[config.mk]
export PLATFORM = sky130hd
export DESIGN_NAME = vlsu
export DESIGN_NICKNAME = d
export VERILOG_FILES = /design/src/ara_pkg.sv /design/src/vlsu.sv
export SDC_FILE = /design/constraint.sdc
export NUM_CORES = 1
export LEC_CHECK = 0
export BUFFER_PORTS_ARGS = -buffer_cell sky130_fd_sc_hd__buf_2
export CORE_AREA = 2 2 84 86
export CTS_BUF_LIST = sky130_fd_sc_hd__clkbuf_4 sky130_fd_sc_hd__clkbuf_8
export DETAILED_ROUTE_END_ITERATION = 8
export DIE_AREA = 0 0 86 88
export PLACE_DENSITY = 0.65
export SYNTH_ARGS = -nofsm -noshare
export SYNTH_HDL_FRONTEND = slang
export SYNTH_SLANG_ARGS = --single-unit
[constraint.sdc]
create_clock -name clk_i -period 4.5 [get_ports clk_i]
set_input_delay 1.125 -clock clk_i [delete_from_list [all_inputs] [get_ports clk_i]]
set_output_delay 1.125 -clock clk_i [all_outputs]
set_load 0.01 [all_outputs]
[src/ara_pkg.sv]
//////////////////////////////
// Vector coprocessor package
// Lane geometry, element and address types, opcode and unit encodings
//////////////////////////////

package ara_pkg;

  //////////////////////////////
  // Sizes
  //////////////////////////////

  localparam int unsigned NrLanes      = 2;
  localparam int unsigned ElemsPerLane = 4;
  // One full register, vl is fixed
  localparam int unsigned VLenElems    = NrLanes * ElemsPerLane;
  localparam int unsigned NrVRegs      = 8;
  localparam int unsigned ElemWidth    = 32;
  localparam int unsigned AddrWidth    = 16;

  // Element counter over a whole vector, low bits select the lane
  localparam int unsigned ElemCntWidth = $clog2(VLenElems);
  localparam int unsigned LaneSelWidth = $clog2(NrLanes);

  //////////////////////////////
  // Types
  //////////////////////////////

  typedef logic [ElemWidth-1:0]             elem_t;
  typedef logic [$clog2(NrVRegs)-1:0]       vreg_t;
  typedef logic [$clog2(ElemsPerLane)-1:0]  lane_idx_t;
  typedef logic [AddrWidth-1:0]             mem_addr_t;
  typedef logic [ElemCntWidth-1:0]          elem_cnt_t;
  typedef logic [LaneSelWidth-1:0]          lane_sel_t;

  // Vector opcodes
  typedef enum logic [3:0] {
    VADD,
    VSUB,
    VAND,
    VOR,
    VXOR,
    VADDX,
    VMVXS,
    VLE,
    VSE
  } op_e;

  // Processing element that runs an instruction
  typedef enum logic {
    PeLanes,
    PeVlsu
  } pe_e;

  // Sequencer FSM
  typedef enum logic [1:0] {
    Idle,
    Issue,
    Wait,
    Done
  } seq_state_e;

endpackage : ara_pkg
[src/vlsu.sv]
//////////////////////////////
// Vector load/store unit
// Walks one vector element per cycle over the word memory port
//////////////////////////////

`timescale 1ns/1ps

module vlsu (
  input  logic                          clk_i,
  input  logic                          reset_i,
  // Sequencer
  input  logic                          vlsu_req_i,
  input  ara_pkg::op_e                  op_i,
  input  ara_pkg::vreg_t                vd_i,
  input  ara_pkg::vreg_t                vs2_i,
  input  ara_pkg::mem_addr_t            addr_i,
  output logic                          vlsu_done_o,
  // Memory port
  output logic                          mem_req_o,
  output logic                          mem_we_o,
  output ara_pkg::mem_addr_t            mem_addr_o,
  output ara_pkg::elem_t                mem_wdata_o,
  input  ara_pkg::elem_t                mem_rdata_i,
  // Lane load writes
  output logic [ara_pkg::NrLanes-1:0]   ldu_we_o,
  output ara_pkg::vreg_t                ldu_vreg_o,
  output ara_pkg::lane_idx_t            ldu_idx_o,
  output ara_pkg::elem_t                ldu_wdata_o,
  // Lane store reads
  output ara_pkg::vreg_t                stu_vreg_o,
  output ara_pkg::lane_idx_t            stu_idx_o,
  input  ara_pkg::elem_t                stu_rdata_i [ara_pkg::NrLanes]
);

  import ara_pkg::*;

  logic      active_q;
  elem_cnt_t cnt_q;
  logic      is_load;
  logic      last_elem;
  lane_sel_t st_lane;
  // Load data returns one cycle after the read
  logic      ld_pend_q;
  elem_cnt_t ld_cnt_q;
  logic      ld_last;

  assign is_load   = (op_i == VLE);
  assign last_elem = (cnt_q == elem_cnt_t'(VLenElems - 1));
  assign ld_last   = (ld_cnt_q == elem_cnt_t'(VLenElems - 1));
  assign st_lane   = cnt_q[LaneSelWidth-1:0];

  //////////////////////////////
  // Memory requests
  //////////////////////////////

  assign mem_req_o   = active_q;
  assign mem_we_o    = active_q && !is_load;
  assign mem_addr_o  = addr_i + mem_addr_t'(cnt_q);
  assign mem_wdata_o = stu_rdata_i[st_lane];

  // Element i sits in lane i mod NrLanes at index i div NrLanes
  assign stu_vreg_o = vs2_i;
  assign stu_idx_o  = cnt_q[ElemCntWidth-1:LaneSelWidth];

  //////////////////////////////
  // Load writeback
  //////////////////////////////

  assign ldu_vreg_o  = vd_i;
  assign ldu_idx_o   = ld_cnt_q[ElemCntWidth-1:LaneSelWidth];
  assign ldu_wdata_o = mem_rdata_i;

  always_comb begin
    ldu_we_o = '0;
    if (ld_pend_q) begin
      ldu_we_o[ld_cnt_q[LaneSelWidth-1:0]] = 1'b1;
    end
  end

  always_ff @(posedge clk_i) begin
    if (reset_i) begin
      active_q    <= 1'b0;
      cnt_q       <= '0;
      ld_pend_q   <= 1'b0;
      vlsu_done_o <= 1'b0;
    end else begin
      ld_pend_q   <= active_q && is_load;
      // Stores end on the last write, loads on the last writeback
      vlsu_done_o <= (active_q && !is_load && last_elem) || (ld_pend_q && ld_last);
      if (vlsu_req_i) begin
        active_q <= 1'b1;
        cnt_q    <= '0;
      end else if (active_q) begin
        cnt_q <= cnt_q + 1'b1;
        if (last_elem) begin
          active_q <= 1'b0;
        end
      end
    end
  end

  always_ff @(posedge clk_i) begin
    ld_cnt_q <= cnt_q;
  end

endmodule : vlsu

# After elaboration in Yosys (flattened, before gate mapping)
# Index checks and enable logic that the tools add are counted.
[totals] reg_bits=9 inputBits=125
[op_classes] n_addsub=2 order_cmp=3 eq_ne=3 n_mux=9 n_bitwise=1 reduce_logical=8
[ops] cell="32-bit two-way mux" n=3
[ops] cell="16-bit by 3-bit adder with 16-bit output" n=1
[ops] cell="3-bit == test, second input constant" n=2
[ops] cell="1-bit logical AND" n=5
[ops] cell="4-bit by 3-bit == test with 1-bit output, second input constant" n=1
[ops] cell="1-bit two-way mux" n=4
[ops] cell="3-bit by 1-bit adder with 3-bit output, second input constant" n=1
[ops] cell="2-bit greater-or-equal comparator, second input constant" n=1
[ops] cell="1-bit by 2-bit < comparator with 1-bit output, second input constant" n=1
[ops] cell="2-bit two-way mux" n=1
[ops] cell="1-bit NOT with 2-bit output" n=1
[ops] cell="2-bit OR reduction" n=1
[ops] cell="1-bit demux with 1-bit select" n=1
[ops] cell="1-bit greater-or-equal comparator, second input constant" n=1
[ops] cell="1-bit logical NOT" n=1
[ops] cell="1-bit logical OR" n=1

# Depth between registers and ports, before layout
[logic_depth] word_depth=5 ltp_mapped=6 depth_no_buf=6

# Least setup slack after synthesis
# Ideal clock, no wire load.
[synth_timing] kind="input to output" from="input addr_i[0]" to="output mem_addr_o[8]" arrival_time_ps=2298 setup_slack_ps=1077 cell_stages=6 path_buffers=0 path_cell_list="ha_1 > fa_1 > a21oi_1 > nor2_1 > nand4_1 > xnor2_1"
[synth_between] elab_chain_len=1
[synth_rtl] element="from (decl)" line="vlsu.sv:16" rtl="input ara_pkg::mem_addr_t addr_i,"
[synth_rtl] element="16-bit by 3-bit adder with 16-bit output" line="vlsu.sv:58" rtl="assign mem_addr_o = addr_i + mem_addr_t'(cnt_q);"
[synth_rtl] element="to (decl)" line="vlsu.sv:21" rtl="output ara_pkg::mem_addr_t mem_addr_o,"
# No other way between the ends.

# Worst setup path in the final report
# Same ends and word-level chain as after synthesis.

==> run_results.csv <==
group,metric,value,unit
clock_network,clock_latency,0.23,ns
clock_network,cts_hold_buf,0,
yosys,synth_cell_types,26,
clock_network,cts_resized,0,
worst_setup_path,crit_chain,"buf_2, ha_1, fa_1, a21oi_1, nor2_1, nand4_1, xnor2_1, buf_2",
timing,fin_tns_setup,0,ns
floorplan,io_pins,220,
drt,dr.first_iter.drc_count,10,
yosys,seq_area_frac_synth,13.48,%
global_routing,grt_max_degree,36,
worst_setup_path,critPathRequiredTime,3.38,ns
clock_network,cts_buffers,3,
floorplan,num_rows,30,
timing,post-route-period-util,83.27,%
power_and_ir_drop,power.leakage,0.9938,nW
placed_design,io_buffers,143,
clock_network,cts_tree,"done",
clock_network,clockBufferDepth,2,
drt,wirelength,4157,µm
power_and_ir_drop,p_int,0.2249,mW
drt,drc,0,
yosys,syn_nets,279,
power_and_ir_drop,ir_worst_vdd,0.00006127,V
floorplan,die_area,7568,µm²
drt,vias_per_cell,4.094,
timing,setup_viol,0,
worst_setup_path,cp.arrival,2.62,ns
yosys,ys_seq_elements,9,
floorplan,die_x,86,µm
outcome,status,"finished clean",
clock_network,clock-sinks,9,
clock_network,postCtsSetupBuffers,0,
yosys,syn_area,1336,µm²
drt,avgRoutedWirePerCell,12.64,µm
clock_network,path_clk_slew,0.04,ns
timing,min_period,3.747,ns
placed_design,routabilityCongestion,0.8560,
clock_network,root_buffer,"clkbuf_8",
timing,maxSlewHeadroom,70.66,%
global_routing,antenna_found_initial,0,
yosys,netlist_instances,148,
power_and_ir_drop,p_per_area,170.4,nW/µm²
worst_hold_path,whs_path_depth,0,
timing,worst_pin_slew,0.4401,ns
power_and_ir_drop,p_seq_share,26.3,%
floorplan,core-area,6644,µm²
worst_setup_path,worst_setup_path_end_kind,"output port",
timing,hold-worst-slack,0.4256,ns
timing,fmax,0.2669,GHz
global_routing,grt_pass1_wl,5492,µm
power_and_ir_drop,swShare,29.41,%
global_routing,grt_usage,9.078,%
worst_setup_path,max_stage_delay,0.41,ns
run,max-cap-violations,0,
global_routing,grt_pass1_vias,1131,
worst_setup_path,cp_slowest_cell,"fa_1",
layout,diodes,0,
layout,area_growth,39.98,%
floorplan,die_y,88,µm
worst_hold_path,min_path_type,"flop to flop",
drt,drtPass1Iterations,4,
placed_design,hpwl,3655,µm
timing,slew_violations,0,
clock_network,htree_levels,1,
layout,multi_input_area,814.5,µm²
power_and_ir_drop,pwr-share-comb,42.9,%
timing,clock_skew,0.001080,ns
power_and_ir_drop,switchingPower,0.09372,mW
timing,finalHoldViolCount,0,
layout,final_common_cell,"buf_2",
floorplan,initial_core_util,20.11,%
worst_setup_path,critPathMostFrequentCell,"buf_2",
worst_setup_path,crit_type,"input pin to output port",
layout,fin_util,28.15,%
global_routing,overflow,0,
yosys,syn_avg_cell_area,9.029,µm²
yosys,yosys_warnings,0,
power_and_ir_drop,clock_power_share,30.8,%
timing,rsz0062_at_grt,"no",
layout,nFillCells,712,
worst_setup_path,cp-start-kind,"input pin",
layout,nNetsFinal,381,
layout,final-seq-area,180.2,µm²
worst_setup_path,r2r_cells,5,
layout,drive_above_1_share,73.49,%
drt,vias,1347,
layout,final_cell_mix,"buf_2 (143), mux2_2 (32), xnor2_1 (9), dfxtp_1 (9)",
worst_setup_path,path_max_fanout,3,
drt,detail-route-antenna-nets,0,
-- power groups by stage --
stage	combinational, mW	sequential (mW)	clock [mW]
after floorplan	0.0992	0.0845	0
after global placement	0.136	0.0852	0
after detailed placement	0.138	0.0853	0
after CTS	0.139	0.0839	0.0992
after global routing	0.150	0.0841	0.103
final	0.137	0.0838	0.0982
-- flip-flops by register name, indices dropped and copies added (netlist names) --
name         count
cnt_q            3
ld_cnt_q         3
ld_pend_q        1
mem_req_o        1
vlsu_done_o      1
-- routing by layer --
layer  global-route usage [%]  part of all wire, %
met5                        0                    0
met4                    2.742                  1.6
met3                    3.959                   12
met2                    12.90                   44
met1                    12.33                   42
-- cells in the mapped netlist (all sizes together) --
| cell | count | share of area [%] |
|---|---|---|
| a211oi | 1 | 0.94 |
| a21o | 1 | 0.56 |
| a21oi | 4 | 1.5 |
| and2 | 2 | 0.94 |
| and3 | 4 | 1.9 |
| buf | 45 | 25 |
| clkbuf | 2 | 0.56 |
| dfxtp | 9 | 13 |
| fa | 1 | 1.5 |
| ha | 5 | 4.7 |
| inv | 1 | 0.28 |
| mux2 | 32 | 27 |
| mux2i | 2 | 1.5 |
| nand2 | 6 | 1.7 |
| nand3 | 3 | 1.1 |
| nand4 | 2 | 1.4 |
| nand4b | 1 | 0.66 |
| nor2 | 3 | 0.84 |
| nor2b | 2 | 0.94 |
| nor3 | 5 | 1.9 |
| nor3b | 1 | 0.56 |
| nor4 | 1 | 1.6 |
| xnor2 | 9 | 5.9 |
| xor2 | 6 | 3.9 |
-- worst max-delay path: cells and delay by family --
kind	cells	cell delay [ns]
adder cells (fa/ha/maj)	2	0.65
AO/OA/AOI/OAI	1	0.26
buffers and inverters	2	0.25
AND/OR/NAND/NOR	2	0.20
XOR/XNOR	1	0.13
-- kinds of logic after synthesis --
kind of cell / count (synthesis) / synth area share [%]
AND/OR/NAND/NOR: 30 / 13.48
buffers and inverters: 48 / 25.56
XOR/XNOR: 15 / 9.832
AO/OA/AOI/OAI: 6 / 2.996
adder cells (fa/ha/maj): 6 / 6.180
multiplexers: 34 / 28.46
flip-flops: 9 / 13.48
-- per-stage QoR --
step                      cells  worst slack, ns  cell area, µm²  total power [mW]
after floorplan             148            1.077            1336            0.1837
after global placement      325           0.7595            1822            0.2214
after detailed placement    325           0.7621            1822            0.2237
after CTS                   329           0.7452            1871            0.3222
after global routing        329           0.6474            1871            0.3366
final                       329           0.7530            1871            0.3187
-- area by class of cell --
class,count,share of cell area [%]
timing repair buffer,144,38.66
clock buffer,4,2.609
sequential,9,9.632
inverter,1,0.2007
multi-input combinational,91,43.55
tap,80,5.351
-- path summary, 6_finish.rpt --
path	startpoint	to	slack [ns]
worst max-delay path	addr_i[0]	mem_addr_o[8]	0.75
worst min-delay path	cnt_q[2]$_SDFFE_PP0P_	ld_cnt_q[2]$_DFF_P_	0.43
worst max register to register	cnt_q[0]$_SDFFE_PP0P_	cnt_q[2]$_SDFFE_PP0P_	3.03
worst min register to register	cnt_q[2]$_SDFFE_PP0P_	ld_cnt_q[2]$_DFF_P_	0.43
Note: power is estimated with default switching activity, not from simulation.
