## src/ara_pkg.sv

```systemverilog
//////////////////////////////
// Vector coprocessor package
// Lane geometry, element and address types, opcode and unit encodings
//////////////////////////////

package ara_pkg;

  //////////////////////////////
  // Sizes
  //////////////////////////////

  localparam int unsigned NrLanes      = 2;
  localparam int unsigned ElemsPerLane = 4;
  // One full register, vl is fixed
  localparam int unsigned VLenElems    = NrLanes * ElemsPerLane;
  localparam int unsigned NrVRegs      = 8;
  localparam int unsigned ElemWidth    = 32;
  localparam int unsigned AddrWidth    = 16;

  // Element counter over a whole vector, low bits select the lane
  localparam int unsigned ElemCntWidth = $clog2(VLenElems);
  localparam int unsigned LaneSelWidth = $clog2(NrLanes);

  //////////////////////////////
  // Types
  //////////////////////////////

  typedef logic [ElemWidth-1:0]             elem_t;
  typedef logic [$clog2(NrVRegs)-1:0]       vreg_t;
  typedef logic [$clog2(ElemsPerLane)-1:0]  lane_idx_t;
  typedef logic [AddrWidth-1:0]             mem_addr_t;
  typedef logic [ElemCntWidth-1:0]          elem_cnt_t;
  typedef logic [LaneSelWidth-1:0]          lane_sel_t;

  // Vector opcodes
  typedef enum logic [3:0] {
    VADD,
    VSUB,
    VAND,
    VOR,
    VXOR,
    VADDX,
    VMVXS,
    VLE,
    VSE
  } op_e;

  // Processing element that runs an instruction
  typedef enum logic {
    PeLanes,
    PeVlsu
  } pe_e;

  // Sequencer FSM
  typedef enum logic [1:0] {
    Idle,
    Issue,
    Wait,
    Done
  } seq_state_e;

endpackage : ara_pkg
```

## src/ara_dispatcher.sv

```systemverilog
//////////////////////////////
// Ara dispatcher
// Takes one core request at a time, picks the target unit and
// holds the response until the core accepts it
//////////////////////////////

`timescale 1ns/1ps

module ara_dispatcher (
  input  logic               clk_i,
  input  logic               reset_i,
  // Core request
  input  logic               acc_req_valid_i,
  output logic               acc_req_ready_o,
  input  ara_pkg::op_e       acc_op_i,
  input  ara_pkg::vreg_t     acc_vd_i,
  input  ara_pkg::vreg_t     acc_vs1_i,
  input  ara_pkg::vreg_t     acc_vs2_i,
  input  ara_pkg::elem_t     acc_scalar_i,
  input  ara_pkg::mem_addr_t acc_addr_i,
  // Core response
  output logic               acc_resp_valid_o,
  input  logic               acc_resp_ready_i,
  output ara_pkg::elem_t     acc_resp_result_o,
  // Sequencer
  output logic               ara_req_valid_o,
  input  logic               ara_req_ready_i,
  output ara_pkg::op_e       ara_op_o,
  output ara_pkg::vreg_t     ara_vd_o,
  output ara_pkg::vreg_t     ara_vs1_o,
  output ara_pkg::vreg_t     ara_vs2_o,
  output ara_pkg::elem_t     ara_scalar_o,
  output ara_pkg::mem_addr_t ara_addr_o,
  output ara_pkg::pe_e       ara_target_o,
  input  logic               ara_done_i,
  input  ara_pkg::elem_t     ara_result_i
);

  import ara_pkg::*;

  // Set from acceptance until the response is taken
  logic busy_q;
  logic accept;
  logic resp_taken;

  assign acc_req_ready_o = !busy_q;
  assign accept          = acc_req_valid_i && acc_req_ready_o;
  assign resp_taken      = acc_resp_valid_o && acc_resp_ready_i;

  //////////////////////////////
  // Control
  //////////////////////////////

  always_ff @(posedge clk_i) begin
    if (reset_i) begin
      busy_q           <= 1'b0;
      ara_req_valid_o  <= 1'b0;
      acc_resp_valid_o <= 1'b0;
    end else begin
      if (accept) begin
        busy_q <= 1'b1;
      end else if (resp_taken) begin
        busy_q <= 1'b0;
      end

      if (ara_req_valid_o && ara_req_ready_i) begin
        ara_req_valid_o <= 1'b0;
      end else if (accept) begin
        ara_req_valid_o <= 1'b1;
      end

      // Response stays up until the core takes it
      if (ara_done_i) begin
        acc_resp_valid_o <= 1'b1;
      end else if (resp_taken) begin
        acc_resp_valid_o <= 1'b0;
      end
    end
  end

  //////////////////////////////
  // Request and response data
  //////////////////////////////

  always_ff @(posedge clk_i) begin
    if (accept) begin
      ara_op_o     <= acc_op_i;
      ara_vd_o     <= acc_vd_i;
      ara_vs1_o    <= acc_vs1_i;
      ara_vs2_o    <= acc_vs2_i;
      ara_scalar_o <= acc_scalar_i;
      ara_addr_o   <= acc_addr_i;
      // Loads and stores go to the VLSU
      ara_target_o <= (acc_op_i == VLE || acc_op_i == VSE) ? PeVlsu : PeLanes;
    end
    // Only the scalar move returns data
    if (ara_done_i) begin
      acc_resp_result_o <= (ara_op_o == VMVXS) ? ara_result_i : '0;
    end
  end

endmodule : ara_dispatcher

```

## config.mk

```make
export PLATFORM = sky130hd
export DESIGN_NAME = ara_dispatcher
export DESIGN_NICKNAME = d
export VERILOG_FILES = /design/src/ara_pkg.sv /design/src/ara_dispatcher.sv
export SDC_FILE = /design/constraint.sdc
export NUM_CORES = 1
export LEC_CHECK = 0
export ABC_AREA = 1
export ABC_CLOCK_PERIOD_IN_PS = 2200
export BUFFER_PORTS_ARGS = -buffer_cell sky130_fd_sc_hd__buf_2
export CAP_MARGIN = 20
export CORE_MARGIN = 2
export CORE_UTILIZATION = 39
export CTS_CLUSTER_SIZE = 14
export DETAILED_ROUTE_END_ITERATION = 12
export MAX_ROUTING_LAYER = met4
export PLACE_DENSITY_LB_ADDON = 0.3
export SLEW_MARGIN = 0
export SYNTH_ARGS = -nofsm -noshare
export SYNTH_HDL_FRONTEND = slang
export SYNTH_SLANG_ARGS = --single-unit
```

## constraint.sdc

```tcl
create_clock -name clk_i -period 2.2 [get_ports clk_i]
set_input_delay 0 -clock clk_i [delete_from_list [all_inputs] [get_ports clk_i]]
set_output_delay 0 -clock clk_i [all_outputs]
set_load 0.02 [all_outputs]
```

# --- After elaboration in Yosys (flattened, before gate mapping) ---
# Index checks and enable logic that the tools add are counted.
op_classes:
  addsub: 0
  n_mul: 0
  div: 0
  order_cmp: 0
  n_eq_ne: 3
  n_shift: 0
  mux: 4
  bitwise_logic: 0
  reduce_logical: 8
op_table:
  columns: ["operator", "n"]
  rows:
  - ["$eq A4 B3 Y1 const B", 2]
  - ["$eq A4 B4 Y1 const B", 1]
  - ["$mux W1", 4]
  - ["$reduce_bool A2 Y1", 2]
  - ["$logic_and A1 B1 Y1", 3]
  - ["$reduce_or A2 Y1", 1]
  - ["$logic_not A1 Y1", 1]
  - ["$logic_or A1 B1 Y1", 1]
totals:
  register_bits: 97
  latchBits: 0
  ram_bits: 0
  romBits: 0
  inputBits: 99
  wordCells: 26
  memories: 0

# --- Logic depth before layout (Yosys ltp) ---
logic_depth:
  word_depth: 3
  depth_mapped: 4

# --- Least setup slack after synthesis ---
# OpenSTA, ideal clock, no wires.
synth_timing:
  path_type: "reg2reg"
  startpoint: "register busy_q"
  endpoint: "register ara_addr_o[0] (enable)"
  setup_time_ns: 0.416
  t_arrival_ns: 1.783
  required_ns: 1.784
  setup_slack_ns: 0.001
  path_stages_with_launch: 4
  path_buffers: 0
  period_less_slack_ns: 2.199
  cell_sequence: "dfxtp_1 -> inv_1 -> nand2_1 -> inv_1"
synth_via:
  elab_chain_len: 2
synth_rtl:
  columns: ["item", "line", "source"]
  rows:
  - ["start: declaration", "ara_dispatcher.sv:42", "logic busy_q;"]
  - ["start signal: assignment", "ara_dispatcher.sv:56", "busy_q <= 1'b0;"]
  - ["start signal: assignment", "ara_dispatcher.sv:61", "busy_q <= 1'b1;"]
  - ["start signal: assignment", "ara_dispatcher.sv:63", "busy_q <= 1'b0;"]
  - ["$logic_not A1 Y1", "ara_dispatcher.sv:46", "assign acc_req_ready_o = !busy_q;"]
  - ["named net acc_req_ready_o", "ara_dispatcher.sv:14", "output logic acc_req_ready_o,"]
  - ["$logic_and A1 B1 Y1", "ara_dispatcher.sv:47", "assign accept = acc_req_valid_i && acc_req_ready_o;"]
  - ["named net accept", "ara_dispatcher.sv:43", "logic accept;"]
  - ["end signal: assignment", "ara_dispatcher.sv:92", "ara_addr_o <= acc_addr_i;"]
  - ["end: declaration", "ara_dispatcher.sv:33", "output ara_pkg::mem_addr_t ara_addr_o,"]
# The timed path passes the listed nets, and every way through them passes these cells.
# A chain may end at the register's enable or synchronous reset.

# --- Worst setup path after layout ---
layout_timing:
  startpoint: "register ara_op_o[0]"
  endpoint: "register acc_resp_result_o[26], data pin"
layout_via:
  elab_chain_len: 1
layout_rtl:
  columns: ["item", "line", "source"]
  rows:
  - ["start: declaration", "ara_dispatcher.sv:28", "output ara_pkg::op_e ara_op_o,"]
  - ["start signal: assignment", "ara_dispatcher.sv:87", "ara_op_o <= acc_op_i;"]
  - ["$eq A4 B3 Y1", "ara_dispatcher.sv:98", "acc_resp_result_o <= (ara_op_o == VMVXS) ? ara_result_i : '0;"]
  - ["end signal: assignment", "ara_dispatcher.sv:98", null]
  - ["end: declaration", "ara_dispatcher.sv:24", "output ara_pkg::elem_t acc_resp_result_o,"]
# Every way passes these cells.

==> key figures <==
STA
  – Least-Margin Pin Slew: 0.736 ns
  – Final Hold Viols: 0
  – Post-Route Skew: 0.0104 ns
  – Setup TNS: 0 ns
  – Max Clk Rate: 0.603 GHz
  – RSZ-0062 raised after global routing: no
  – Relative slew slack: 50.9%
  – Fin crit share: 75.4%
  – Final setup fails: 0
  – Slew Viols, Final: 0
  – Minimum clock period: approximately 1.7 ns
  – Fin worst setup slack: 0.542 ns

Drt
  – DR DRC count: 0
  – Wirelength per Cell: 14.2 µm
  – Vias: between 2,000 and 3,000
  – Routed Antenna Nets: 0
  – Vias per std cell: 4.28
  – Detailed Routing Iterations Pass 1: 4
  – Detailed Route Iter0 Violations: 59
  – Total wire length: 8.52 mm

GRT
  – Total gr overflow: 0
  – Vias in the first global route: 2,577
  – Initial antenna violation count: 0
  – GRT Overall Usage: a little under a fifth
  – First-pass GRT wire length: 12.0 mm
  – Largest net degree at the start of global routing: 63

Die
  – Core area: 0.00826 mm²
  – Die extent in y: 96.6 µm
  – Die area: approximately 0.0093 mm²
  – Die Width: 96.6 µm
  – Std cell rows: 33
  – I/O pin count: 196
  – Initial Util: 40.5%

Placement
  – Placement Cell Area: 0.00446 mm²
  – DP Worst Slack: 0.578 ns
  – Final Wtd Congestion: roughly 0.7
  – Hpwl dp: 5.30 mm
  – Port bufs: about 200

Logic synthesis
  – Syn_nets: around 290
  – Number of synthesized register bits: 97
  – Yosys Warn Count: 0
  – Register area share after synthesis: between 80% and 90%
  – Netlist Area Pre-Place: approximately 0.0033 mm²
  – Mapped Cells: approximately 190
  – Post-synth cell types: 11
  – Synthesized area per cell: 18.0 µm²

Worst setup path
  – Crit. End Element: register
  – CP Launch Type: register
  – CP arrival: ~1.9 ns
  – WP data required: 2.41 ns
  – Critical path type: reg2reg
  – CP Max Fanout: 18

Finish
  – Fraction of layout instances using a drive strength above 1: 49.5%
  – Finished Cell Area: 0.00565 mm²
  – Fillers: 586
  – Area Growth Syn to Fin: 69.1%
  – Fin nets: 589
  – ANT cells: 0
  – Final Core Density: 68.4%

Pwr
  – P_leak: 2.57 nW
  – Power Dens Cells: 694 mW/mm²
  – Max IR drop VDD: 415 µV

Hold path
  – Worst hold path class: in2reg

Clock network
  – Max Root-Sink Buffers: 2
  – Root Buffer Master: clkbuf_8
  – Clock latency on the worst-skew pair: 0.35 ns
  – Setup bufs post-CTS: 0
  – Number of CTS-inserted buffers: 9
  – H-tree depth: 3
  – Clk slew on worst S/H paths: 0.10 ns
  – TritonCTS clock tree: yes
  – Clk sinks: 97

Flow run
  – Max cap viols: 0

Outcome
  – Status: complete, no violations
report_power, final:
part / switching, mW / internal, mW / leakage (nW)
sequential: 0.0288 / 2.14 / 0.950
combinational: 0.298 / 0.263 / 1.52
clock: 0.641 / 0.547 / 0.107
total: 0.969 / 2.95 / 2.57
synth_stat cells:
cell type,count,area (µm²)
nor2_2,27,169
nor2_1,6,22.5
nor2_4,3,33.8
nand4_1,1,6.26
edfxtp_1,94,2820
nand2_1,7,26.3
nand3_2,1,10.0
buf_6,3,33.8
dfxtp_1,3,60.1
a21oi_1,3,15.0
inv_1,38,143
final timing paths:
path,start,slack (ns),to,depth (start not counted)
setup / recovery,ara_op_o[0],0.54,acc_resp_result_o[26],4
hold / removal,ara_done_i,0.26,acc_resp_result_o[3],1
setup reg to reg,ara_op_o[0],0.54,acc_resp_result_o[26],4
hold reg to reg,busy_q,0.95,ara_op_o[2],4
cell usage in the layout, fill, tap and decap left out, types with 2 or more instances in the layout:
master           n
a21oi_1          3
buf_12           2
buf_2          195
clkbuf_8         9
dfxtp_1          3
dlygate4sd3_1   99
edfxtp_1        94
inv_1           37
inv_6            3
nand2_1          7
nor2_1           6
nor2_2          27
nor2_4           3
kinds of logic after synthesis:
logic type      share of synthesized area [%]
compound gates                          0.449
buf+inv                                  5.28
flops                                    86.3
simple gates                             8.01
metrics by stage:
step           power, mW  instances  hold WS, ns
3_3_place_gp        2.62        485        0.176
4_1_cts             3.95        600        0.250
3_5_place_dp        2.63        485        0.178
5_1_grt             4.07        600        0.260
6_report            3.92        600        0.256
2_1_floorplan       2.42        186       0.0691
timing repair:
item	CTS	global route
resized for setup	0	0
endpoints found under the hold margin	96	0
hold buffers	99	0
routing by layer:
layer | global-route usage (%) | part of all wire (%) | up-vias
li1 | - | - | 1231
met1 | 18.5 | 36 | 1232
met2 | 34.1 | 57 | 88
met3 | 3.03 | 4.9 | 14
met4 | 8.57 | 1.9 | 0
met5 | - | 0 | -
worst max-delay path, cell delays in order (launching register included):
cell      delay [ns]
edfxtp_1        0.41
nor2_1          0.14
nand3_2         0.48
buf_12          0.38
nor2_2          0.10
flip-flops by register name, summed over array words and instances, names as in the netlist:
register / cells
acc_resp_result_o: 32
ara_scalar_o: 32
ara_addr_o: 16
ara_op_o: 4
ara_vd_o: 3
ara_vs1_o: 3
ara_vs2_o: 3
acc_resp_valid_o: 1
ara_req_valid_o: 1
ara_target_o: 1
busy_q: 1
area by class of cell:
cell class / instances / area [µm²] / share of cell area (%)
inverter: 38 / 143 / 2.52
clock inverter: 7 / 81.3 / 1.44
multi-input combinational: 48 / 283 / 5.00
clock buffer: 9 / 124 / 2.19
tap: 105 / 131 / 2.32
sequential: 97 / 2880 / 51.0
timing repair buffer: 296 / 2010 / 35.5
No activity file was read; power rests on OpenSTA's default activity.
