`config.mk`:
```
export PLATFORM = sky130hd
export DESIGN_NAME = ara_sequencer
export DESIGN_NICKNAME = d
export VERILOG_FILES = /design/src/ara_pkg.sv /design/src/ara_sequencer.sv
export SDC_FILE = /design/constraint.sdc
export NUM_CORES = 1
export LEC_CHECK = 0
export BUFFER_PORTS_ARGS = -buffer_cell sky130_fd_sc_hd__clkbuf_2
export CAP_MARGIN = 20
export CORE_MARGIN = 5
export CORE_UTILIZATION = 47
export CTS_BUF_LIST = sky130_fd_sc_hd__clkbuf_2 sky130_fd_sc_hd__clkbuf_4 sky130_fd_sc_hd__clkbuf_8
export DETAILED_ROUTE_END_ITERATION = 8
export PLACE_DENSITY_LB_ADDON = 0.2
export SETUP_SLACK_MARGIN = 0.05
export SYNTH_ARGS = -nofsm -noshare
export SYNTH_HDL_FRONTEND = slang
export SYNTH_SLANG_ARGS = --single-unit
```
`constraint.sdc`:
```
create_clock -name clk_i -period 3.8 [get_ports clk_i]
set_input_delay 0.19 -clock clk_i [delete_from_list [all_inputs] [get_ports clk_i]]
set_output_delay 0.19 -clock clk_i [all_outputs]
set_load 0.05 [all_outputs]
```
`src/ara_pkg.sv`:
```
//////////////////////////////
// Vector coprocessor package
// Lane geometry, element and address types, opcode and unit encodings
//////////////////////////////

package ara_pkg;

  //////////////////////////////
  // Sizes
  //////////////////////////////

  localparam int unsigned NrLanes      = 2;
  localparam int unsigned ElemsPerLane = 4;
  // One full register, vl is fixed
  localparam int unsigned VLenElems    = NrLanes * ElemsPerLane;
  localparam int unsigned NrVRegs      = 8;
  localparam int unsigned ElemWidth    = 32;
  localparam int unsigned AddrWidth    = 16;

  // Element counter over a whole vector, low bits select the lane
  localparam int unsigned ElemCntWidth = $clog2(VLenElems);
  localparam int unsigned LaneSelWidth = $clog2(NrLanes);

  //////////////////////////////
  // Types
  //////////////////////////////

  typedef logic [ElemWidth-1:0]             elem_t;
  typedef logic [$clog2(NrVRegs)-1:0]       vreg_t;
  typedef logic [$clog2(ElemsPerLane)-1:0]  lane_idx_t;
  typedef logic [AddrWidth-1:0]             mem_addr_t;
  typedef logic [ElemCntWidth-1:0]          elem_cnt_t;
  typedef logic [LaneSelWidth-1:0]          lane_sel_t;

  // Vector opcodes
  typedef enum logic [3:0] {
    VADD,
    VSUB,
    VAND,
    VOR,
    VXOR,
    VADDX,
    VMVXS,
    VLE,
    VSE
  } op_e;

  // Processing element that runs an instruction
  typedef enum logic {
    PeLanes,
    PeVlsu
  } pe_e;

  // Sequencer FSM
  typedef enum logic [1:0] {
    Idle,
    Issue,
    Wait,
    Done
  } seq_state_e;

endpackage : ara_pkg
```
`src/ara_sequencer.sv`:
```
//////////////////////////////
// Ara sequencer
// Issues one instruction at a time and waits for its unit to finish
//////////////////////////////

`timescale 1ns/1ps

module ara_sequencer (
  input  logic                          clk_i,
  input  logic                          reset_i,
  // Dispatcher
  input  logic                          ara_req_valid_i,
  output logic                          ara_req_ready_o,
  input  ara_pkg::op_e                  ara_op_i,
  input  ara_pkg::vreg_t                ara_vd_i,
  input  ara_pkg::vreg_t                ara_vs1_i,
  input  ara_pkg::vreg_t                ara_vs2_i,
  input  ara_pkg::elem_t                ara_scalar_i,
  input  ara_pkg::mem_addr_t            ara_addr_i,
  input  ara_pkg::pe_e                  ara_target_i,
  output logic                          ara_done_o,
  output ara_pkg::elem_t                ara_result_o,
  // Processing elements
  output logic                          pe_req_valid_o,
  output ara_pkg::op_e                  pe_op_o,
  output ara_pkg::vreg_t                pe_vd_o,
  output ara_pkg::vreg_t                pe_vs1_o,
  output ara_pkg::vreg_t                pe_vs2_o,
  output ara_pkg::elem_t                pe_scalar_o,
  output ara_pkg::mem_addr_t            pe_addr_o,
  output logic                          lanes_req_o,
  output logic                          vlsu_req_o,
  input  logic [ara_pkg::NrLanes-1:0]   lane_done_i,
  input  logic                          vlsu_done_i,
  // Lane 0 element 0 of vs2
  input  ara_pkg::elem_t                scalar_elem_i
);

  import ara_pkg::*;

  seq_state_e         state_q;
  seq_state_e         state_d;
  pe_e                target_q;
  // Sticky done flags, one per lane
  logic [NrLanes-1:0] lane_seen_q;
  logic               unit_done;

  assign ara_req_ready_o = (state_q == Idle);
  assign pe_req_valid_o  = (state_q == Issue);
  assign lanes_req_o     = pe_req_valid_o && (target_q == PeLanes);
  assign vlsu_req_o      = pe_req_valid_o && (target_q == PeVlsu);
  assign ara_done_o      = (state_q == Done);

  assign unit_done = (target_q == PeLanes) ? &(lane_seen_q | lane_done_i) : vlsu_done_i;

  always_comb begin
    state_d = state_q;
    case (state_q)
      Idle:    if (ara_req_valid_i) state_d = Issue;
      Issue:   state_d = Wait;
      Wait:    if (unit_done) state_d = Done;
      Done:    state_d = Idle;
      default: state_d = Idle;
    endcase
  end

  always_ff @(posedge clk_i) begin
    if (reset_i) begin
      state_q     <= Idle;
      lane_seen_q <= '0;
    end else begin
      state_q <= state_d;
      if (state_q == Issue) begin
        lane_seen_q <= '0;
      end else if (state_q == Wait) begin
        lane_seen_q <= lane_seen_q | lane_done_i;
      end
    end
  end

  // Broadcast fields stay stable until the next request
  always_ff @(posedge clk_i) begin
    if (ara_req_valid_i && ara_req_ready_o) begin
      pe_op_o     <= ara_op_i;
      pe_vd_o     <= ara_vd_i;
      pe_vs1_o    <= ara_vs1_i;
      pe_vs2_o    <= ara_vs2_i;
      pe_scalar_o <= ara_scalar_i;
      pe_addr_o   <= ara_addr_i;
      target_q    <= ara_target_i;
    end
    if (state_q == Wait && unit_done) begin
      ara_result_o <= scalar_elem_i;
    end
  end

endmodule : ara_sequencer

```
### Yosys cells after proc, flatten, opt, wreduce, memory -nomap -nowiden

Cells that the tools add are included.

| storage, ports and cells | value |
|---|---|
| flip-flop bits (word level) | 98 |
| latch bits | 0 |
| memory bits (writable) | 0 |
| ROM bits | 0 |
| word-level logic and storage cells | 29 |
| memories kept | 0 |

| operators by class | value |
|---|---|
| add/subtract/negate cells | 0 |
| multipliers | 0 |
| div/mod/pow operators | 0 |
| magnitude comparators | 0 |
| equality and inequality tests | 5 |
| shift operators | 0 |
| multiplexer cells | 4 |
| bitwise gates (word level) | 2 |
| reduce and logical (&&, ||, !) cells | 8 |

Operator list:

| cell | count |
|---|---|
| one-hot mux 2 bit (4 select lines) | 1 |
| equality test 2 bit, second input constant | 2 |
| logical AND 1 bit | 4 |
| two-way mux 2 bit | 2 |
| inequality test 2 bit, second input constant | 2 |
| AND reduction 2 bit | 2 |
| equality test 2 x 1 -> 1 bit, second input constant | 1 |
| zero test 2 bit | 1 |
| OR 2 bit | 1 |
| OR reduction 2 bit | 1 |
| two-way mux 1 bit | 1 |
| inverter 1 bit | 1 |

### Logic depth before layout (Yosys ltp)

Gate-level depths: netlist of run 1.

| depth | value |
|---|---|
| depth after elaboration | 5 |
| mapped depth | 5 |
| depth with buffers taken out | 5 |

### Worst setup path before layout of run 1

Ideal clock, no wire load.

| path | value |
|---|---|
| path kind | reg-to-reg |
| from | register state_q[0] |
| to | register pe_addr_o[0] (enable) |
| setup time | 0.426 ns |
| data arrival time | 2.483 ns |
| data required time | 3.374 ns |
| path slack | 0.891 ns |
| stages on the path, launching flop included | 4 |
| path buffers | 0 |
| period minus slack after synthesis | 2.909 ns |
| cell sequence | dfxtp_1 -> inv_1 -> ha_1 -> and2_1 |

| on the way | value |
|---|---|
| word-level cells in the longest chain between the ends | 2 |

RTL lines:

| item | line | RTL |
|---|---|---|
| start: declaration | ara_sequencer.sv:41 | `seq_state_e state_q;` |
| start signal: assignment | ara_sequencer.sv:69 | `state_q <= Idle;` |
| start signal: assignment | ara_sequencer.sv:72 | `state_q <= state_d;` |
| zero test 2 bit | ara_sequencer.sv:48 | `assign ara_req_ready_o = (state_q == Idle);` |
| named net ara_req_ready_o | ara_sequencer.sv:13 | `output logic ara_req_ready_o,` |
| logical AND 1 bit | ara_sequencer.sv:83 | `if (ara_req_valid_i && ara_req_ready_o) begin` |
| end signal: assignment | ara_sequencer.sv:89 | `pe_addr_o <= ara_addr_i;` |
| end: declaration | ara_sequencer.sv:30 | `output ara_pkg::mem_addr_t pe_addr_o,` |

The timed path passes the listed nets, and every way through them passes these cells.
A chain may end at the register's enable or synchronous reset.

### Worst setup path in the final report of run 1

| path | value |
|---|---|
| from | register state_q[0] |
| to | register pe_scalar_o[17] (enable) |

| on the way | value |
|---|---|
| word-level cells in the longest chain between the ends | 2 |

RTL lines:

| item | line | RTL |
|---|---|---|
| zero test 2 bit | ara_sequencer.sv:48 |  |
| logical AND 1 bit | ara_sequencer.sv:83 |  |
| end signal: assignment | ara_sequencer.sv:88 | `pe_scalar_o <= ara_scalar_i;` |
| end: declaration | ara_sequencer.sv:29 | `output ara_pkg::elem_t pe_scalar_o,` |

Every way passes these cells.

==> run metrics, run 1 <==
Synth Area in Compound Gates 1.418%; Clock Root Buffer clkbuf_8; Routed Antenna Nets 0; DIE WIDTH 91.06 µm; Seq/Total Area, Yosys 94.00%; vias in the first global route 2355; share of the synthesized area in the top cell type 91.41%; Multi-input gate area 175.2 µm²; FF+latch count, synth 98; Setup Fix Bufs, Post-CTS 0; Die Span Y 91.06 µm; Leak 0.002127 µW; final core utilization 76.35%; Synth Area in Adders 1.621%; global-route wire length before repair 11700 µm; total CTS buffers 9; Non-Filler Instances 467; drt first-iter violations 85; largest family of logic cells by synthesized area simple AND/OR/NAND/NOR gates; diodes inserted 0; Clock Skew 0.01388 ns; worst skew pair latency 0.35 ns; syn_nets 228; Post-Syn Area 0.003088 mm²; Max VDD drop 0.4909 mV; Routed WL 7921 µm; pre-CTS setup slack 1.671 ns; Reg area 0.002903 mm²; Netlist cell types 17; DPL Wire Length 5514 µm; TritonRoute pass-1 iters 4; Crit Path Max Fanout 32; Most used DFF post-synth edfxtp_1; R2R depth 4; row count 29; critical path class reg2reg; CTS Sinks 98; FMAX 471.9 MHz; Synth Area in Simple Gates 2.269%; Post-synth top cells edfxtp_1 (94), dfxtp_1 (4), ha_1 (4); Post-synth EDFFs 94; final setup margin 1.681 ns; vias per inst 4.627; Top-Level Pins 198; synth top area cells edfxtp_1 (91%), dfxtp_1 (2.6%), ha_1 (1.6%), and2_1 (0.61%), a211oi_2 (0.41%); max_cap viols 0; Slew Viols, Final 0; Clock Pin Slew Worst Setup and Hold Paths 0.09 ns; Fin Setup TNS 0 ns; RSZ-0062 raised after global routing false; Critical Path RT 3.81 ns; drc violations 0; core region area 0.006386 mm²; Min-Delay Path Depth 1; cells after synthesis 124; Overall Power 2930 µW; Synth area leader edfxtp_1; mean post-synth cell area 24.90 µm²; FILL cells 383; H-tree depth 3; HP Class in2reg; multiplexer share of the synthesized area 0.3241%; crit path launch type flop; endpoints failing setup 0; TritonCTS clock tree yes; xor/xnor share of the synthesized area 0%; remaining global-route overflow 0; PD cells 600.9 mW/mm²; die area 0.008291 mm²; worst slew pin tran 0.7042 ns; PortBufs 197; Final GP Congestion 0.8082; Hold Vio Cnt, Final 0; most numerous cell in the Yosys netlist edfxtp_1; status finished clean; placed insts 400; period utilisation layout 55.76%; vias 2161; Async S/R FF share, synth 0%; CTS max path bufs 2; antenna violations before repair 0; Layout area overhead 57.90%; Worst setup EP type flop; Initial Utilization 48.35%; Final nets 489; largest net degree at the start of global routing 33; ratio of cells with drive above 1 in the final layout 55.64%; relative slew slack 53.05%; post-route minimum period 2.119 ns; total global-route track usage 18.31%; Synth warnings 0; WL per Instance 16.96 µm; Arrival @ worst endpoint 2.13 ns
==> layout by cell type, fill, tap and decap left out, types with 3 or more instances in the layout <==
master         instances
dlygate4sd3_1         51
clkbuf_8               9
edfxtp_1              94
dfxtp_1                4
clkinv_4               3
ha_1                   4
clkbuf_2             197
inv_1                  3
==> per-stage QoR <==
step	area [µm²]	hold slack, ns
floorplan	3088	0.2546
global route	4876	0.0005441
finish	4876	0.02319
CTS	4866	0.0001890
detailed placement	4187	0.3686
global placement	4187	0.3664
==> final timing paths <==
kind                          startpoint                           to  slack, ns
min reg2reg  lane_seen_q[1]$_SDFFE_PP0P_  lane_seen_q[1]$_SDFFE_PP0P_       0.53
max              state_q[0]$_SDFFE_PP0P_    pe_scalar_o[17]$_DFFE_PP_       1.68
min                        ara_addr_i[3]       pe_addr_o[3]$_DFFE_PP_       0.02
max reg2reg      state_q[0]$_SDFFE_PP0P_    pe_scalar_o[17]$_DFFE_PP_       1.68
==> where the power goes <==
part           leakage [µW]  switching [µW]  internal, µW
Combinational       0.00113             712           197
Clock             0.0000858             351           242
Sequential         0.000912            47.0          1380
==> routing by layer <==
layer	track usage, %	share of wire (%)
met5	0	0
met4	8.557	2.4
met3	7.438	11
met2	32.03	51
met1	19.09	35
==> layout make-up <==
type                            instances  area share [%]
Tap cell                               77           1.976
Clock inverter                          7           1.129
Inverter                                3          0.2309
Clock buffer                            9           2.540
Timing Repair Buffer                  250           31.00
Multi-Input combinational cell         23           3.593
Sequential cell                        98           59.53
==> worst max-delay path: stages (launching register included) <==
cell and delay (ns):
dfxtp_1 0.34, inv_1 0.11, ha_1 0.22, and2_2 0.63, buf_4 0.48
==> cells by family after synthesis <==
| kind of cell | count (synthesis) |
|---|---|
| DFF | 98 |
| and+or+nand+nor | 12 |
| AOI/OAI and AO/OA | 6 |
| adders and majority gates | 4 |
| buffers and inverters | 3 |
| muxes | 1 |
==> flip-flops by register name, summed over array words and instances, names as in the netlist <==
name / cells
pe_vs2_o: 3
pe_scalar_o: 32
pe_vd_o: 3
target_q: 1
pe_op_o: 4
pe_vs1_o: 3
state_q: 2
lane_seen_q: 2
pe_addr_o: 16
ara_result_o: 32
==> timing repair <==
action,4_1_cts,5_1_grt
endpoints found under the hold margin,50,1
resized for setup,0,0
hold buffers,50,1
No activity file was read; power rests on OpenSTA's default activity.
==> inputs of run 2 (changes only) <==
--- a/config.mk
+++ b/config.mk
@@ -5,10 +5,11 @@
 export SDC_FILE = /design/constraint.sdc
 export NUM_CORES = 1
 export LEC_CHECK = 0
+export ABC_AREA = 1
 export BUFFER_PORTS_ARGS = -buffer_cell sky130_fd_sc_hd__clkbuf_2
 export CAP_MARGIN = 20
 export CORE_MARGIN = 5
-export CORE_UTILIZATION = 47
+export CORE_UTILIZATION = 39
 export CTS_BUF_LIST = sky130_fd_sc_hd__clkbuf_2 sky130_fd_sc_hd__clkbuf_4 sky130_fd_sc_hd__clkbuf_8
 export DETAILED_ROUTE_END_ITERATION = 8
 export PLACE_DENSITY_LB_ADDON = 0.2
==> constraint.sdc (replaced) <==
create_clock -name clk_i -period 1.7 [get_ports clk_i]
set_input_delay 0.085 -clock clk_i [delete_from_list [all_inputs] [get_ports clk_i]]
set_output_delay 0.085 -clock clk_i [all_outputs]
set_load 0.05 [all_outputs]
==> run 2 against run 1 <==
Effect of this change:
- total power rose to 2.6 times the previous value
- design area up 14%
- die area up 19%
- sequential power up 130%
- synthesized area up 0.81%
- global-route usage down 0.34 points
- critical path type unchanged
- flip-flop and latch count unchanged
- worst hold slack better by 0.13 ns
- count of clock-buffer cells in the layout up 1
- highest routed layer unchanged
- clock power rose to 3.2 times the previous value
==> run metrics, run 2 <==
core region area 0.007767 mm²; synth top area cells edfxtp_1 (91%), dfxtp_1 (2.6%), ha_1 (1.6%), inv_1 (1.4%), nand2_1 (1.1%); Top-Level Pins 198; Most used DFF post-synth edfxtp_1; Overall Power 7747 µW; CP peak stage delay 0.37 ns; TritonRoute pass-1 iters 4; Post-Syn Area 0.003113 mm²; register share of total power 42.4%; Post-synth EDFFs 94; Non-Filler Instances 552; Clock Pin Slew Worst Setup and Hold Paths 0.09 ns; HP Class in2reg; delay-heaviest family, CP buffers and inverters; period utilisation layout 88.77%; Clock Power Share 24.5%; Hold Vio Cnt, Final 0; Synth warnings 0; Arrival @ worst endpoint 1.61 ns; Critical Path RT 1.80 ns; max_cap viols 0; syn_nets 241; worst skew pair latency 0.34 ns; mean post-synth cell area 22.72 µm²; Final GP Congestion 0.7399; RSZ-0062 raised after global routing false; Final Cell Area 0.005560 mm²; Power Internal 4952 µW; most numerous cell in the Yosys netlist edfxtp_1; vias in the first global route 2620; cells after synthesis 137; most frequent cells in the layout clkbuf_2 (197), dlygate4sd3_1 (97), edfxtp_1 (94); Leak 0.002427 µW; total CTS buffers 9; Slew Viols, Final 0; final setup margin 0.1909 ns; most common cell after layout, fill and taps aside clkbuf_2; vias per inst 4.313; status finished clean; worst slew pin tran 0.3351 ns; Max VDD drop 0.8528 mV; placed insts 439; die area 0.009868 mm²; PD cells 1393 mW/mm²; drc violations 0; CTS Sinks 98; pre-CTS setup slack 0.2033 ns; Worst setup EP type flop; DIE WIDTH 99.34 µm; FILL cells 508; critical path class reg2reg; TritonCTS clock tree yes; FF+latch count, synth 98; relative slew slack 77.61%; remaining global-route overflow 0; largest net degree at the start of global routing 33; FMAX 662.7 MHz; ratio of cells with drive above 1 in the final layout 50.89%; Clock Root Buffer clkbuf_8; Min-Delay Startpoint ara_req_valid_i; WL per Instance 15.90 µm; Initial Utilization 40.08%; Async S/R FF share, synth 0%; DPL Wire Length 5770 µm; worst reg2reg startpoint state_q[1]$_SDFFE_PP0P_; CP max-delay cell dfxtp_2; P_sw 2794 µW; antenna violations before repair 0; cts repair resizes 0; Clock Skew 0.008722 ns; post-route minimum period 1.509 ns; diodes inserted 0; Die Span Y 99.34 µm; Synth area leader edfxtp_1; top flop regs ara_result_o x32, pe_scalar_o x32, pe_addr_o x16; Post-synth top cells edfxtp_1 (94), inv_1 (12), nand2_1 (9); drt first-iter violations 74; share of the synthesized area in the top cell type 90.68%; Layout area overhead 78.62%; PortBufs 197; crit path launch type flop; Crit Path Max Fanout 25; row count 32; area of placed instances 0.004322 mm²; Net Sw Frac 36.07%; Final nets 549; CTS max path bufs 2; endpoints failing setup 0; total global-route track usage 17.97%; Seq/Total Area, Yosys 93.25%; Routed Antenna Nets 0; Gate power share 33.0%; global-route wire length before repair 13320 µm; Netlist cell types 11; vias 2381; Routed WL 8778 µm; Worst Setup SP state_q[1]$_SDFFE_PP0P_; H-tree depth 3; worst-path cell chain inv_2 > ha_4 > nand2_2 > clkinvlp_4 > buf_12; worst path bufs/invs 3
-- run 2: per-layer routing --
layer	global-route usage (%)	wire length (µm)
met4	5.042	103
met1	17.69	2908
met2	33.32	4658
met3	8.626	1108
met5	0	0
-- run 2: timing repair --
item                      CTS  global route
hold endpoints to repair   97             0
hold buffers               97             0
buffers inserted            0             0
-- run 2: path summary, 6_finish.rpt --
path / end / slack, ns / cells after the start
worst min register to register: lane_seen_q[0]$_SDFFE_PP0P_ / 0.47 / 2
worst max register to register: pe_vd_o[0]$_DFFE_PP_ / 0.19 / 5
worst min-delay path: state_q[0]$_SDFFE_PP0P_ / 0.15 / 5
worst max-delay path: pe_vd_o[0]$_DFFE_PP_ / 0.19 / 5
-- run 2: area by class of cell --
class	instances	area [µm²]	share of cell area [%]
clock buffers	10	131.4	2.363
clock inverters	6	136.4	2.453
inverters	13	52.55	0.9451
multi-input cells	26	190.2	3.420
flip-flops and latches	98	2905	52.25
well taps	102	127.6	2.295
repair buffers	297	2017	36.27
-- run 2: logic make-up after synthesis --
| group | share of synthesized area, % |
|---|---|
| AO/OA/AOI/OAI | 1.045 |
| adder cells (fa/ha/maj) | 1.608 |
| buffers and inverters | 1.567 |
| flip-flops | 93.25 |
| AND/OR/NAND/NOR | 2.532 |
-- run 2: worst reg2reg max path, stage by stage, from the launching register on --
cell,delay [ns]
dfxtp_2,0.37
inv_2,0.06
ha_4,0.17
nand2_2,0.07
clkinvlp_4,0.30
buf_12,0.29
-- run 2: power groups by stage --
stage	sequential, µW	combinational (µW)	clock [µW]
after floorplan	4480	588	0
after detailed placement	3330	2390	0
after global routing	3330	2680	2070
after CTS	3280	2570	1940
after global placement	3320	2380	0
final	3290	2560	1900
-- run 2: per-stage QoR --
stage | setup TNS [ns] | util [%] | hold slack [ns]
after CTS | 0 | 71.59 | 0.1274
after floorplan | -16.43 | - | 0.1839
after detailed placement | 0 | 55.64 | 0.2636
final | 0 | 71.59 | 0.1535
after global placement | 0 | 55.64 | 0.2615
after global routing | 0 | 71.59 | 0.1717
==> inputs of run 3 (changes only) <==
--- a/config.mk
+++ b/config.mk
@@ -5,7 +5,6 @@
 export SDC_FILE = /design/constraint.sdc
 export NUM_CORES = 1
 export LEC_CHECK = 0
-export ABC_AREA = 1
 export BUFFER_PORTS_ARGS = -buffer_cell sky130_fd_sc_hd__clkbuf_2
 export CAP_MARGIN = 20
 export CORE_MARGIN = 5
==> run 3 against run 2 <==
Effect of this change:
- global-route usage decreased by 0.20 points
- non-clock buffer count fell by 2
- flip-flop and latch count is the same
- register-to-register slack worse by 0.04 ns
- routed wire length is 0.97% lower
==> run metrics, run 3 (same netlist as run 1, synthesis figures left out) <==
CP max-delay cell dfxtp_1; met3 Track Usage GR 8.280%; Final Cell Area 0.005438 mm²; relative slew slack 79.22%; status finished clean; GRT Max-Usage Layer met2; most frequent cells in the layout clkbuf_2 (197), dlygate4sd3_1 (95), edfxtp_1 (94); Die Span Y 98.98 µm; vias per inst 4.316; delay-heaviest family, CP compound AO/OA/AOI/OAI gates; worst-path cell chain inv_1 > ha_1 > nor2b_1 > a221o_1 > a211oi_2; Setup Fix Bufs, Post-CTS 0; total global-route track usage 17.76%; CTS max path bufs 2; Final nets 534; Critical Path RT 1.95 ns; row count 32; PortBufs 197; largest net degree at the start of global routing 43; antenna violations before repair 0; post-route minimum period 1.546 ns; DIE WIDTH 98.98 µm; die area 0.009797 mm²; WL per Instance 16.25 µm; Arrival @ worst endpoint 1.80 ns; critical path class reg2reg; remaining global-route overflow 0; Gate power share 30.9%; max_cap viols 0; RSZ-0062 raised after global routing false; Clock Root Buffer clkbuf_8; Power Internal 4597 µW; final setup margin 0.1542 ns; drc violations 0; pre-CTS setup slack 0.1663 ns; Hold Vio Cnt, Final 0; top flop regs ara_result_o x32, pe_scalar_o x32, pe_addr_o x16; final core utilization 70.37%; Max VDD drop 0.7684 mV; Crit Path Max Fanout 6; Clock Power Share 23.8%; diodes inserted 0; hold buffer count at CTS 95; ratio of cells with drive above 1 in the final layout 50.58%; P_sw 2451 µW; vias in the first global route 2667; drt first-iter violations 48; WHS 0.04727 ns; Top-Level Pins 198; cts repair resizes 0; Layout area overhead 76.09%; CTS Sinks 98; worst path bufs/invs 1; HP Class in2reg; Clock Pin Slew Worst Setup and Hold Paths 0.08 ns; Worst setup EP type flop; most common cell after layout, fill and taps aside clkbuf_2; core region area 0.007727 mm²; Overall Power 7048 µW; Final GP Congestion 0.7976; Routed Antenna Nets 0; PD cells 1296 mW/mm²; vias 2309; H-tree depth 3; Slew Viols, Final 0; CP peak stage delay 0.36 ns; TritonCTS clock tree yes; area of placed instances 0.004258 mm²; met2 GRT Util 32.02%; period utilisation layout 90.93%; worst skew pair latency 0.34 ns; register share of total power 45.3%; Clock Skew 0.01043 ns; endpoints failing setup 0; Global Route met1 Usage 17.70%; TritonRoute pass-1 iters 4; crit path launch type flop; total CTS buffers 9; global-route wire length before repair 13400 µm; Net Sw Frac 34.77%; Initial Utilization 39.96%; DPL Wire Length 5661 µm; Routed WL 8693 µm; FMAX 646.9 MHz; Leak 0.002346 µW; worst slew pin tran 0.3131 ns
run 3: cell count changes in the layout (fill, tap and decap cells not counted), sizes merged, moves of 2 or more:
cell         delta
inv            -10
and2            +3
nor2            -3
nand2b          +2
nand3           -3
a21oi           -2
dlygate4sd3     -2
nor2b           +2
nor3            +2
nand2           -8
run 3: worst register-to-register path, cell delays in order (launching register included):
cell	delay, ns
dfxtp_1	0.36
inv_1	0.10
ha_1	0.27
nor2b_1	0.15
a221o_1	0.36
a211oi_2	0.23
run 3: path summary, 6_finish.rpt:
check / slack [ns] / startpoint / cells past startpoint / to
hold reg to reg: 0.51 / lane_seen_q[0]$_SDFFE_PP0P_ / 2 / lane_seen_q[0]$_SDFFE_PP0P_
setup / recovery: 0.15 / state_q[0]$_SDFFE_PP0P_ / 5 / state_q[0]$_SDFFE_PP0P_
setup reg to reg: 0.15 / state_q[0]$_SDFFE_PP0P_ / 5 / state_q[0]$_SDFFE_PP0P_
hold / removal: 0.05 / lane_done_i[0] / 3 / lane_seen_q[0]$_SDFFE_PP0P_
run 3: power by group through the flow:
| stage | Sequential, µW | Combinational [µW] | Clock (µW) |
|---|---|---|---|
| after global routing | 3220 | 2280 | 1820 |
| final | 3190 | 2170 | 1680 |
| after global placement | 3230 | 2000 | 0 |
| after CTS | 3190 | 2180 | 1740 |
| after detailed placement | 3240 | 2010 | 0 |
| after floorplan | 4230 | 445 | 0 |
run 3: cell type report:
| class | instances | area, µm² |
|---|---|---|
| inverters | 3 | 11.26 |
| clock buffers | 9 | 123.9 |
| flip-flops and latches | 98 | 2903 |
| well taps | 102 | 127.6 |
| repair buffers | 295 | 1984 |
| multi-input cells | 23 | 182.7 |
| clock inverters | 5 | 105.1 |
| fillers | 508 | 2290 |
run 3: per-stage QoR:
stage | std cells | TNS, ns
finish | 535 | 0
global route | 535 | 0
CTS | 535 | 0
detailed placement | 426 | 0
global placement | 426 | 0
floorplan | 124 | -3.405
run 3: per-layer routing:
| metal | share of wire, % | wire, µm |
|---|---|---|
| met1 | 35 | 3010 |
| met2 | 52 | 4496 |
| met3 | 12 | 1034 |
| met4 | 1.7 | 150 |
| met5 | 0 | 0 |
